$ cat src/verilog/rv_pkg.sv
package rv_pkg;

    // ---------------------------------------------------------------------
    // widths and fixed addresses
    // ---------------------------------------------------------------------

    localparam int XLEN       = 32;
    localparam int REG_ADDR_W = 5;
    localparam int NUM_REGS   = 32;

    localparam logic [XLEN-1:0] RESET_PC   = 32'h0000_0000; // first fetch after reset
    localparam logic [XLEN-1:0] INSTR_STEP = 32'd4;         // sequential pc increment

    // ---------------------------------------------------------------------
    // major opcodes, instruction bits 6:2
    // ---------------------------------------------------------------------

    // anything not listed here runs as a no-op
    typedef enum logic [4:0] {
        OP_IMM = 5'b00100,
        AUIPC  = 5'b00101,
        OP     = 5'b01100,
        LUI    = 5'b01101,
        BRANCH = 5'b11000,
        JALR   = 5'b11001,
        JAL    = 5'b11011
    } mopcode_e;

    // ---------------------------------------------------------------------
    // alu operations, encoded as {funct7[5], funct3}
    // ---------------------------------------------------------------------

    typedef enum logic [3:0] {
        ADD  = 4'b0000,
        SLL  = 4'b0001,
        SLT  = 4'b0010,
        SLTU = 4'b0011,
        XOR  = 4'b0100,
        SRL  = 4'b0101,
        OR   = 4'b0110,
        AND  = 4'b0111,
        SUB  = 4'b1000,
        SRA  = 4'b1101
    } alu_op_e;

    // branch conditions, same codes as the funct3 field
    typedef enum logic [2:0] {
        BEQ  = 3'b000,
        BNE  = 3'b001,
        BLT  = 3'b100,
        BGE  = 3'b101,
        BLTU = 3'b110,
        BGEU = 3'b111
    } branch_cond_e;

    // core sequencer
    typedef enum logic [1:0] {
        FETCH       = 2'b00, // request issued
        ACK_WAIT    = 2'b01, // req held until ack
        ACK_RELEASE = 2'b10, // req low, wait for ack to drop
        EXECUTE     = 2'b11  // one cycle, write back and pc update
    } core_state_e;

endpackage

$ cat src/verilog/rv_regfile.sv
`timescale 1ns/1ps

module rv_regfile (
    input  logic                          clk,
    input  logic                          rst_n,
    input  logic [rv_pkg::REG_ADDR_W-1:0] rs1_addr_i,
    input  logic [rv_pkg::REG_ADDR_W-1:0] rs2_addr_i,
    input  logic [rv_pkg::REG_ADDR_W-1:0] rd_addr_i,
    input  logic                          rd_we_i,
    input  logic [rv_pkg::XLEN-1:0]       rd_data_i,
    output logic [rv_pkg::XLEN-1:0]       rs1_data_o,
    output logic [rv_pkg::XLEN-1:0]       rs2_data_o
);

    // x1..x31 only, x0 has no storage
    logic [rv_pkg::XLEN-1:0] regs [1:rv_pkg::NUM_REGS-1];

    always_ff @(posedge clk or negedge rst_n) begin
        if (!rst_n) begin
            for (int i = 1; i < rv_pkg::NUM_REGS; i++) begin
                regs[i] <= '0;
            end
        end else if (rd_we_i && (rd_addr_i != '0)) begin
            regs[rd_addr_i] <= rd_data_i; // writes to x0 dropped
        end
    end

    // combinational read ports
    always_comb begin
        rs1_data_o = '0;
        rs2_data_o = '0;
        if (rs1_addr_i != '0) begin
            rs1_data_o = regs[rs1_addr_i];
        end
        if (rs2_addr_i != '0) begin
            rs2_data_o = regs[rs2_addr_i];
        end
    end

endmodule

$ cat src/verilog/rv_alu.sv
`timescale 1ns/1ps

module rv_alu (
    input  logic [rv_pkg::XLEN-1:0] op_a_i,
    input  logic [rv_pkg::XLEN-1:0] op_b_i,
    input  rv_pkg::alu_op_e         alu_op_i,
    output logic [rv_pkg::XLEN-1:0] alu_result_o
);

    logic [4:0] shamt;
    logic       lt_signed;
    logic       lt_unsigned;

    assign shamt       = op_b_i[4:0]; // rv32i only looks at the low five bits
    assign lt_signed   = $signed(op_a_i) < $signed(op_b_i);
    assign lt_unsigned = op_a_i < op_b_i;

    // ---------------------------------------------------------------------
    // operation select
    // ---------------------------------------------------------------------

    always_comb begin
        case (alu_op_i)
            rv_pkg::ADD: begin
                alu_result_o = op_a_i + op_b_i;
            end
            rv_pkg::SUB: begin
                alu_result_o = op_a_i - op_b_i;
            end
            rv_pkg::SLL: begin
                alu_result_o = op_a_i << shamt;
            end
            rv_pkg::SLT: begin
                alu_result_o = {{(rv_pkg::XLEN-1){1'b0}}, lt_signed};
            end
            rv_pkg::SLTU: begin
                alu_result_o = {{(rv_pkg::XLEN-1){1'b0}}, lt_unsigned};
            end
            rv_pkg::XOR: begin
                alu_result_o = op_a_i ^ op_b_i;
            end
            rv_pkg::SRL: begin
                alu_result_o = op_a_i >> shamt;
            end
            rv_pkg::SRA: begin
                // arithmetic shift keeps the sign bit
                alu_result_o = $unsigned($signed(op_a_i) >>> shamt);
            end
            rv_pkg::OR: begin
                alu_result_o = op_a_i | op_b_i;
            end
            rv_pkg::AND: begin
                alu_result_o = op_a_i & op_b_i;
            end
            default: begin
                alu_result_o = '0; // unused funct7/funct3 pairs
            end
        endcase
    end

endmodule

$ cat src/verilog/rv_branch_unit.sv
`timescale 1ns/1ps

module rv_branch_unit (
    input  logic [rv_pkg::XLEN-1:0] pc_i,
    input  rv_pkg::mopcode_e        opcode_i,
    input  logic [2:0]              funct3_i,
    input  logic [rv_pkg::XLEN-1:0] rs1_data_i,
    input  logic [rv_pkg::XLEN-1:0] rs2_data_i,
    input  logic [rv_pkg::XLEN-1:0] imm_i,
    output logic [rv_pkg::XLEN-1:0] next_pc_o,
    output logic [rv_pkg::XLEN-1:0] link_addr_o
);

    logic                    equal;
    logic                    less_signed;
    logic                    less_unsigned;
    logic                    taken;
    logic [rv_pkg::XLEN-1:0] seq_pc;
    logic [rv_pkg::XLEN-1:0] pc_target;
    logic [rv_pkg::XLEN-1:0] reg_target;

    // own comparators, no alu flags involved
    assign equal         = rs1_data_i == rs2_data_i;
    assign less_signed   = $signed(rs1_data_i) < $signed(rs2_data_i);
    assign less_unsigned = rs1_data_i < rs2_data_i;

    always_comb begin
        case (rv_pkg::branch_cond_e'(funct3_i))
            rv_pkg::BEQ:  taken = equal;
            rv_pkg::BNE:  taken = !equal;
            rv_pkg::BLT:  taken = less_signed;
            rv_pkg::BGE:  taken = !less_signed;
            rv_pkg::BLTU: taken = less_unsigned;
            rv_pkg::BGEU: taken = !less_unsigned;
            default:      taken = 1'b0; // reserved funct3 falls through
        endcase
    end

    // ---------------------------------------------------------------------
    // target select
    // ---------------------------------------------------------------------

    assign seq_pc     = pc_i + rv_pkg::INSTR_STEP;
    assign pc_target  = pc_i + imm_i;
    assign reg_target = (rs1_data_i + imm_i) & ~{{(rv_pkg::XLEN-1){1'b0}}, 1'b1};

    always_comb begin
        case (opcode_i)
            rv_pkg::BRANCH: next_pc_o = taken ? pc_target : seq_pc;
            rv_pkg::JAL:    next_pc_o = pc_target;
            rv_pkg::JALR:   next_pc_o = reg_target; // bit 0 cleared
            default:        next_pc_o = seq_pc;
        endcase
    end

    assign link_addr_o = seq_pc; // return address for jal/jalr

endmodule

$ cat src/verilog/rv_core.sv
`timescale 1ns/1ps

module rv_core (
    input  logic                          clk,
    input  logic                          rst_n,
    // instruction fetch, four-phase req/ack
    output logic                          fetch_req_o,
    output logic [rv_pkg::XLEN-1:0]       fetch_addr_o,
    input  logic                          fetch_ack_i,
    input  logic [rv_pkg::XLEN-1:0]       fetch_data_i,
    // commit trace
    output logic                          wb_valid_o,
    output logic [rv_pkg::REG_ADDR_W-1:0] wb_rd_o,
    output logic [rv_pkg::XLEN-1:0]       wb_data_o
);

    rv_pkg::core_state_e state_q;
    rv_pkg::core_state_e state_d;
    logic                req_q;
    logic                fetch_done;

    logic [rv_pkg::XLEN-1:0] pc_q;
    logic [rv_pkg::XLEN-1:0] instr_q;

    rv_pkg::mopcode_e              opcode;
    rv_pkg::alu_op_e               alu_op;
    logic [rv_pkg::REG_ADDR_W-1:0] rd;
    logic [rv_pkg::REG_ADDR_W-1:0] rs1;
    logic [rv_pkg::REG_ADDR_W-1:0] rs2;
    logic [2:0]                    funct3;
    logic                          funct7_b5;

    logic [rv_pkg::XLEN-1:0] imm_i;
    logic [rv_pkg::XLEN-1:0] imm_u;
    logic [rv_pkg::XLEN-1:0] imm_b;
    logic [rv_pkg::XLEN-1:0] imm_j;
    logic [rv_pkg::XLEN-1:0] imm;

    logic [rv_pkg::XLEN-1:0] rs1_data;
    logic [rv_pkg::XLEN-1:0] rs2_data;
    logic [rv_pkg::XLEN-1:0] op_a;
    logic [rv_pkg::XLEN-1:0] op_b;
    logic [rv_pkg::XLEN-1:0] alu_result;
    logic [rv_pkg::XLEN-1:0] next_pc;
    logic [rv_pkg::XLEN-1:0] link_addr;
    logic [rv_pkg::XLEN-1:0] wb_data;
    logic                    writes_rd;
    logic                    is_jump;
    logic                    rd_we;

    // ---------------------------------------------------------------------
    // fetch sequencer
    // ---------------------------------------------------------------------

    assign fetch_done = fetch_req_o && fetch_ack_i;

    always_comb begin
        case (state_q)
            rv_pkg::FETCH,
            rv_pkg::ACK_WAIT:    state_d = fetch_done ? rv_pkg::ACK_RELEASE : rv_pkg::ACK_WAIT;
            rv_pkg::ACK_RELEASE: state_d = fetch_ack_i ? rv_pkg::ACK_RELEASE : rv_pkg::EXECUTE;
            default:             state_d = rv_pkg::FETCH; // EXECUTE lasts one cycle
        endcase
    end

    always_ff @(posedge clk or negedge rst_n) begin
        if (!rst_n) begin
            state_q <= rv_pkg::FETCH;
            req_q   <= 1'b0;
            pc_q    <= rv_pkg::RESET_PC;
        end else begin
            state_q <= state_d;
            // req high in every cycle that waits for ack
            req_q   <= (state_d == rv_pkg::FETCH) || (state_d == rv_pkg::ACK_WAIT);
            if (state_q == rv_pkg::EXECUTE) begin
                pc_q <= next_pc;
            end
        end
    end

    always_ff @(posedge clk) begin
        if (fetch_done) begin
            instr_q <= fetch_data_i;
        end
    end

    assign fetch_req_o  = req_q;
    assign fetch_addr_o = pc_q; // only moves in EXECUTE, so stable under req

    // ---------------------------------------------------------------------
    // decode
    // ---------------------------------------------------------------------

    assign opcode    = rv_pkg::mopcode_e'(instr_q[6:2]);
    assign rd        = instr_q[11:7];
    assign funct3    = instr_q[14:12];
    assign rs1       = instr_q[19:15];
    assign rs2       = instr_q[24:20];
    assign funct7_b5 = instr_q[30];

    assign imm_i = {{20{instr_q[31]}}, instr_q[31:20]};
    assign imm_u = {instr_q[31:12], 12'b0};
    assign imm_b = {{19{instr_q[31]}}, instr_q[31], instr_q[7], instr_q[30:25],
                    instr_q[11:8], 1'b0};
    assign imm_j = {{11{instr_q[31]}}, instr_q[31], instr_q[19:12], instr_q[20],
                    instr_q[30:21], 1'b0};

    always_comb begin
        imm       = '0;
        alu_op    = rv_pkg::ADD;
        writes_rd = 1'b0;
        is_jump   = 1'b0;
        case (opcode)
            rv_pkg::OP_IMM: begin
                imm       = imm_i;
                writes_rd = 1'b1;
                // only srai uses bit 30, addi has no sub form
                if (funct3 == 3'b101) begin
                    alu_op = rv_pkg::alu_op_e'({funct7_b5, funct3});
                end else begin
                    alu_op = rv_pkg::alu_op_e'({1'b0, funct3});
                end
            end
            rv_pkg::OP: begin
                alu_op    = rv_pkg::alu_op_e'({funct7_b5, funct3});
                writes_rd = 1'b1;
            end
            rv_pkg::LUI,
            rv_pkg::AUIPC: begin
                imm       = imm_u;
                writes_rd = 1'b1;
            end
            rv_pkg::BRANCH: imm = imm_b;
            rv_pkg::JAL: begin
                imm       = imm_j;
                writes_rd = 1'b1;
                is_jump   = 1'b1;
            end
            rv_pkg::JALR: begin
                imm       = imm_i;
                writes_rd = 1'b1;
                is_jump   = 1'b1;
            end
            default: ; // no-op, pc + 4 only
        endcase
    end

    // lui adds to zero, auipc to pc
    assign op_a = (opcode == rv_pkg::LUI)   ? '0 :
                  (opcode == rv_pkg::AUIPC) ? pc_q : rs1_data;
    assign op_b = (opcode == rv_pkg::OP) ? rs2_data : imm;

    // ---------------------------------------------------------------------
    // datapath
    // ---------------------------------------------------------------------

    rv_regfile u_regfile (
        .clk        (clk),
        .rst_n      (rst_n),
        .rs1_addr_i (rs1),
        .rs2_addr_i (rs2),
        .rd_addr_i  (rd),
        .rd_we_i    (rd_we),
        .rd_data_i  (wb_data),
        .rs1_data_o (rs1_data),
        .rs2_data_o (rs2_data)
    );

    rv_alu u_alu (
        .op_a_i       (op_a),
        .op_b_i       (op_b),
        .alu_op_i     (alu_op),
        .alu_result_o (alu_result)
    );

    rv_branch_unit u_branch_unit (
        .pc_i        (pc_q),
        .opcode_i    (opcode),
        .funct3_i    (funct3),
        .rs1_data_i  (rs1_data),
        .rs2_data_i  (rs2_data),
        .imm_i       (imm),
        .next_pc_o   (next_pc),
        .link_addr_o (link_addr)
    );

    // write back, all in the EXECUTE cycle
    assign wb_data = is_jump ? link_addr : alu_result;
    assign rd_we   = (state_q == rv_pkg::EXECUTE) && writes_rd;

    assign wb_valid_o = rd_we && (rd != '0); // x0 writes leave no trace
    assign wb_rd_o    = rd;
    assign wb_data_o  = wb_data;

endmodule

$ cat config.mk
export PLATFORM = sky130hd
export DESIGN_NAME = rv_core
export DESIGN_NICKNAME = d
export VERILOG_FILES = /design/src/verilog/rv_pkg.sv /design/src/verilog/rv_regfile.sv /design/src/verilog/rv_alu.sv /design/src/verilog/rv_branch_unit.sv /design/src/verilog/rv_core.sv
export SDC_FILE = /design/constraint.sdc
export NUM_CORES = 2
export LEC_CHECK = 0
export BUFFER_PORTS_ARGS = -buffer_cell sky130_fd_sc_hd__buf_2
export CAP_MARGIN = 20
export CORE_MARGIN = 2
export CORE_UTILIZATION = 35
export CTS_CLUSTER_DIAMETER = 30
export DETAILED_ROUTE_END_ITERATION = 7
export PLACE_DENSITY = 0.52
export SLEW_MARGIN = 20
export SYNTH_ARGS = -nofsm -noshare
export SYNTH_HDL_FRONTEND = slang
export SYNTH_SLANG_ARGS = --single-unit
$ cat constraint.sdc
create_clock -name clk -period 6.3 [get_ports clk]
set_clock_uncertainty 0.1 [all_clocks]
set_input_delay 0.315 -clock clk [delete_from_list [all_inputs] [get_ports clk]]
set_output_delay 0.315 -clock clk [all_outputs]
set_load 0.02 [all_outputs]
## Yosys cells after proc, flatten, opt, wreduce, memory -nomap -nowiden

Cells that the tools add are included.
Widths: inputs -> output; s select.

| storage, ports and cells | value |
|---|---|
| register bits | 1059 |
| logic and storage cells | 130 |

| cells by class | value |
|---|---|
| $add $sub $neg | 5 |
| magnitude comparators | 8 |
| equality and inequality tests | 26 |
| shift-type cells | 3 |
| multiplexer cells | 27 |
| bitwise gates (word level) | 6 |
| reduce and logical (&&, ||, !) cells | 20 |

Operator list:

| operator | number |
|---|---|
| $bwmux 992 | 1 |
| $mux 32 | 12 |
| $bmux 32 s5 | 2 |
| $pmux 32 s10 | 1 |
| $demux 32 s5 | 1 |
| $lt 32x32->1 | 4 |
| $pmux 32 s4 | 1 |
| $add 32x32->32 | 3 |
| $pmux 32 s3 | 1 |
| $add 32x3->32 const B | 1 |
| $and 32x32->32 | 1 |
| $eq 32x32->1 | 1 |
| $or 32x32->32 | 1 |
| $shl 32x5->32 | 1 |
| $shr 32x5->32 | 1 |
| $sshr 32x5->32 | 1 |
| $sub 32x32->32 | 1 |
| $xor 32x32->32 | 1 |
| $ge 6x6->1 const B | 3 |
| $not 5->6 | 3 |
| $eq 4x3->1 const B | 4 |
| $eq 5x5->1 const B | 3 |
| $reduce_bool 5->1 | 3 |
| $eq 3x3->1 const B | 4 |
| other kinds (23) | 40 |

## Depth between registers and ports, before layout

| logic depth | value |
|---|---|
| depth in word-level cells | 11 |
| gate-level depth with buffers | 27 |

## Hierarchy

A second synthesis with hierarchy kept.

| unflattened totals | value |
|---|---|
| cell total of the unflattened synthesis | 6102 |
| area total of the unflattened synthesis | 71215.8 sq um |

By module, submodules not included:

| module | times used | cells an instance | area an instance (sq um) | seq. area each (sq um) |
|---|---|---|---|---|
| rv_regfile | 1 | 3665 | 53518.8 | 24823.8 |
| rv_alu | 1 | 1268 | 8729.6 | 0.0 |
| rv_branch_unit | 1 | 695 | 4939.7 | 0.0 |
| rv_core | 1 | 474 | 4027.6 | 1776.7 |

## Least setup slack after synthesis

Ideal clock, no wire load.

| timing | value |
|---|---|
| path kind | register to output |
| start point | register instr_q[20] (netlist bit) |
| end point | output wb_data_o[28] (netlist bit) |
| arrival time | 6.550 ns |
| data required time | 5.885 ns |
| slack | -0.665 ns |
| cell stages (with the launch flop) | 24 |
| path buffers | 8 |
| cells stage by stage | edfxtp_1 > buf_6 > buf_6 > buf_4 > clkbuf_1 > buf_1 > buf_1 > mux4_2 > mux4_2 > mux2i_1 > o21ai_0 > ha_1 > clkbuf_1 > inv_1 > nand2_1 > nor2_1 > a221o_1 > o211a_1 > o211ai_1 > a2111oi_0 > a311oi_1 > clkbuf_1 > nor3b_1 > o21ai_0 |

| between the ends | value |
|---|---|
| longest elaborated chain between the ends | 9 |
| elaborated cells on any way between the ends | 18 |

Ends and longest elaborated chain:

| what | RTL line | source |
|---|---|---|
| from (decl) | rv_core.sv:23 | `logic [rv_pkg::XLEN-1:0] instr_q;` |
| from (signal assigned) | rv_core.sv:83 | `instr_q <= fetch_data_i;` |
| $not 5->6 (implied by the code) | rv_regfile.sv:36 | `rs2_data_o = regs[rs2_addr_i];` |
| $bmux 32 s5 | rv_regfile.sv:36 |  |
| $mux 32 (implied by the code) (2 in series) | rv_regfile.sv:36 |  |
| $mux 32 | rv_regfile.sv:35 | `if (rs2_addr_i != '0) begin` |
| $mux 32 (*) | rv_core.sv:151 | `assign op_b = (opcode == rv_pkg::OP) ? rs2_data : imm;` |
| $sub 32x32->32 (tied with other cells) | rv_alu.sv:28 | `alu_result_o = op_a_i - op_b_i;` |
| $pmux 32 s10 (*) | rv_alu.sv:23 | `case (alu_op_i)` |
| $mux 32 (*) | rv_core.sv:188 | `assign wb_data = is_jump ? link_addr : alu_result;` |
| to (decl) | rv_core.sv:14 | `output logic [rv_pkg::XLEN-1:0] wb_data_o` |

Every way passes the cells marked *; elsewhere a longest branch is shown, timed or not. The select of a mux whose other input is x is not followed.

## Worst setup path in the final report

| timing | value |
|---|---|
| start point | register instr_q[20] (netlist bit) |
| end point | output wb_data_o[20] (netlist bit) |

The elaborated chain is that of the path after synthesis.

==> summary.txt <==
Outcome
  • Outcome: complete, but fails checks
  • Violated checks: design-rule violations, negative setup slack

Synth
  • Most common library cells after synthesis: nand2_1, dfrtp_1, o21ai_0
  • Syn Nets: just over 8000
  • Sequential area share after synthesis: a little over a third
  • Top cells by area, synth: dfrtp_1, mux4_2, o21ai_0
  • Area fraction of the dominant cell type after synthesis: a little over a third
  • Synth area leader: dfrtp_1
  • Async SR Flop Fraction: 97.2%
  • Most frequent cell after synthesis: nand2_1
  • Top FF cell, synth: dfrtp_1
  • Post-Syn Instances: around 7800
  • Yosys reg bits: 1057
  • EDFF count, synth: 30
  • Synth Area per Inst: 9.26 sq um
  • Cell variety after synth: ~120
  • Synth Cell Area: 0.0726 sq mm
  • YS warnings: 0

Placement
  • Port-buffer cells: around 100
  • Final RePlAce weighted congestion: between 1 and 1.5
  • DPL Wire Length: around 270000 um

Detailed routing
  • Vias per cell: between 6 and 7
  • Final WL: about 390000 um
  • Pre-antenna DRT Iters: 8
  • 1st-iter DRT viols: roughly 8800
  • Vias: approximately 74000
  • Wire per inst: around 33 um
  • DR DRC count: 5
  • DRT antenna net count: 0

Worst setup path
  • Type of origin of the critical path: flop
  • Reg2reg setup slack: -40 ps
  • Crit path launch: instr_q[20]
  • Setup crit end: wb_data_o[20]
  • Critical-path maximum fanout: 7
  • Cells along the critical path: buf_12 > buf_4 > buf_12 > mux4_2 > mux4_2 > mux2i_4 > buf_6 > nor2_1 > or2_4 > ha_4 > inv_1 > a21oi_2 > o31ai_4 > a221o_1 > o211a_4 > buf_6 > or3_4 > a221o_2 > a211oi_4 > buf_12 > o21ai_4 > buf_6
  • Slowest cell on crit path: mux4_2
  • R2R depth: 27
  • Critical path depth in cells: 22
  • R2R Path Start: instr_q[20]
  • CP peak stage delay: 540 ps
  • Kind of end point of the critical path: output pin
  • Worst endpoint required time: 5880 ps
  • Kind of critical path: reg -> out
  • Bufs and invs on worst path: 8
  • R2R Path End: u_regfile.regs[342]
  • CP delay by family, top: compound AO/OA/AOI/OAI gates
  • CP arrival: approximately 6700 ps

Die
  • Die H: roughly 460 um
  • Die width: 460 um
  • I/O pin count: between 100 and 150
  • Initial Util: a little over a third
  • Core area: between 0.2 and 0.25 sq mm
  • Std-Cell Rows: 167
  • Die area: ~0.21 sq mm

Power and ir drop
  • Logic pwr share: around 40%
  • Reg power frac: 21.3%
  • Sw Ratio: 37.3%
  • Cell Int Power: 25.6 mW
  • Leakage: ~43 nW
  • Pwr/cell area: about 410 mW/mm^2
  • Worst vdd ir: 305 uV
  • Switching power: around 15 mW
  • Clock power frac: 39.2%
  • Tot Pwr: just over 40 mW

Timing
  • Final hold violations: 0
  • Measured slew at the worst slew-check pin: roughly 1300 ps
  • RSZ-0062 raised after global routing: true
  • Finish-stage setup viols: 56
  • Crit path time final: around 7100 ps
  • Fmax: approximately 140 MHz
  • Period utilisation layout: 113%
  • Final worst slack: -833 ps
  • Slew Viols, Final: 0
  • Hold WS: about 31 ps
  • Setup TNS: -16890 ps
  • Max-slew headroom: 14.4%

Global routing
  • Initial antenna violation count: 13
  • Met2 GRT Util: 54.0%
  • Remaining Overflow, GRT: 0
  • Vias in the first global route: 71275
  • Largest net degree at the start of global routing: ~170
  • First-pass GRT wire length: around 540000 um
  • GR peak layer: met2
  • GRT Overall Usage: 35.9%
  • Met3 usage: a little under a tenth
  • Met1 usage: 45.1%

Hold path
  • Worst Hold Launch: fetch_data_i[25]
  • Worst hold path type: in -> reg

CTS
  • Htree depth: 5
  • Clock Sinks: between 1000 and 1500
  • CTS buffer count: roughly 320
  • Clock slew at reported path FFs: 40 ps
  • TritonCTS clock tree: yes
  • Clk Latency, worst-skew pair: approximately 950 ps
  • CTS root buffer: clkbuf_16
  • Clock tree buffer depth: 4

Cells and area
  • Area growth syn-to-layout: 36.4%
  • Final net count: 9043
  • Final Util: 47.9%
  • Layout cells sized above 1: a little under a third

Run
  • Max Cap Viol: 0
==> per-stage QoR <==
step | cell area [sq um] | worst slack (ps) | std cells
global placement | 83000 | -1050 | 10957
detailed placement | 83000 | -1010 | 10957
floorplan | 72700 | 49.8 | 7846
CTS | 97000 | -809 | 11656
global route | 99000 | -921 | 11748
finish | 99100 | -833 | 11754
==> worst min-delay path by stage <==
stage          cells past startpoint                   to
3_3_place_gp                       1  u_regfile.regs[311]
5_1_grt                            2          instr_q[25]
3_5_place_dp                       1  u_regfile.regs[311]
6_report                           2          instr_q[25]
2_1_floorplan                      0      fetch_addr_o[0]
4_1_cts                            2          instr_q[25]
==> cell type report <==
class / instances / area [sq um]
antenna: 7 / 17.5
clock buffer: 420 / 8940
clock inverter: 133 / 1700
fill: 19079 / 108000
inverter: 168 / 667
multi-input combinational: 5886 / 44800
sequential: 1057 / 26600
tap: 2704 / 3380
timing repair buffer: 1379 / 13000
==> flip-flops by register name, indices dropped and copies added (netlist names) <==
name and count:
u_regfile.regs 992, fetch_addr_o 32, instr_q 30, state_q 2, fetch_req_o 1
==> power groups by stage <==
stage          Combinational [mW]  Sequential, mW  Clock (mW)
3_3_place_gp                 13.8            8.67           0
6_report                     16.1            8.70        16.0
5_1_grt                      16.7            8.76        16.5
4_1_cts                      15.0            8.64        16.1
2_1_floorplan                6.96            8.41           0
3_5_place_dp                 13.8            8.72           0
==> cell families after synthesis <==
kind of cell	share of synthesized area (%)
and+or+nand+nor	13.7
buffers and inverters	5.39
muxes	17.6
adders and majority gates	3.47
DFF	36.6
AOI/OAI and AO/OA	22.0
xor gates and xnor gates	1.19
==> metal layers <==
metal / routed length, um / part of all wire, %
met1: 150000 / 38
met2: 170000 / 44
met5: 97 / 0.025
met4: 32000 / 8.2
met3: 38300 / 9.8
==> cell usage in the layout, fill, tap and decap left out, drive strengths merged, types with 25 or more instances in the layout <==
cell,count
o21ai,1099
mux4,386
mux2,78
clkbuf,434
a221oi,70
buf,1328
a21oi,398
a211o,25
a22oi,179
inv,171
o21a,38
o211ai,51
o221ai,25
nand4,36
edfxtp,30
o31ai,85
nand2b,28
and3,32
dlygate4sd3,35
a2111oi,30
nor2,456
nand2,1105
a21o,76
clkinv,73
xor2,39
o22ai,95
ha,195
and2,42
dfrtp,1027
nor3,239
a22o,40
nor2b,38
a211oi,72
mux2i,319
a31oi,96
bufinv,37
xnor2,60
nand3,143
==> timing repair <==
| action | 4_1_cts | 5_1_grt |
|---|---|---|
| pin swaps | 117 | 131 |
| setup buffers | 105 | 95 |
| hold buffers | 36 | 0 |
| gates cloned | 13 | 12 |
| resized for setup | 388 | 310 |
| hold endpoints to repair | 112 | 0 |
| setup endpoints to repair | 724 | 496 |
No activity file was read; power rests on OpenSTA's default activity.
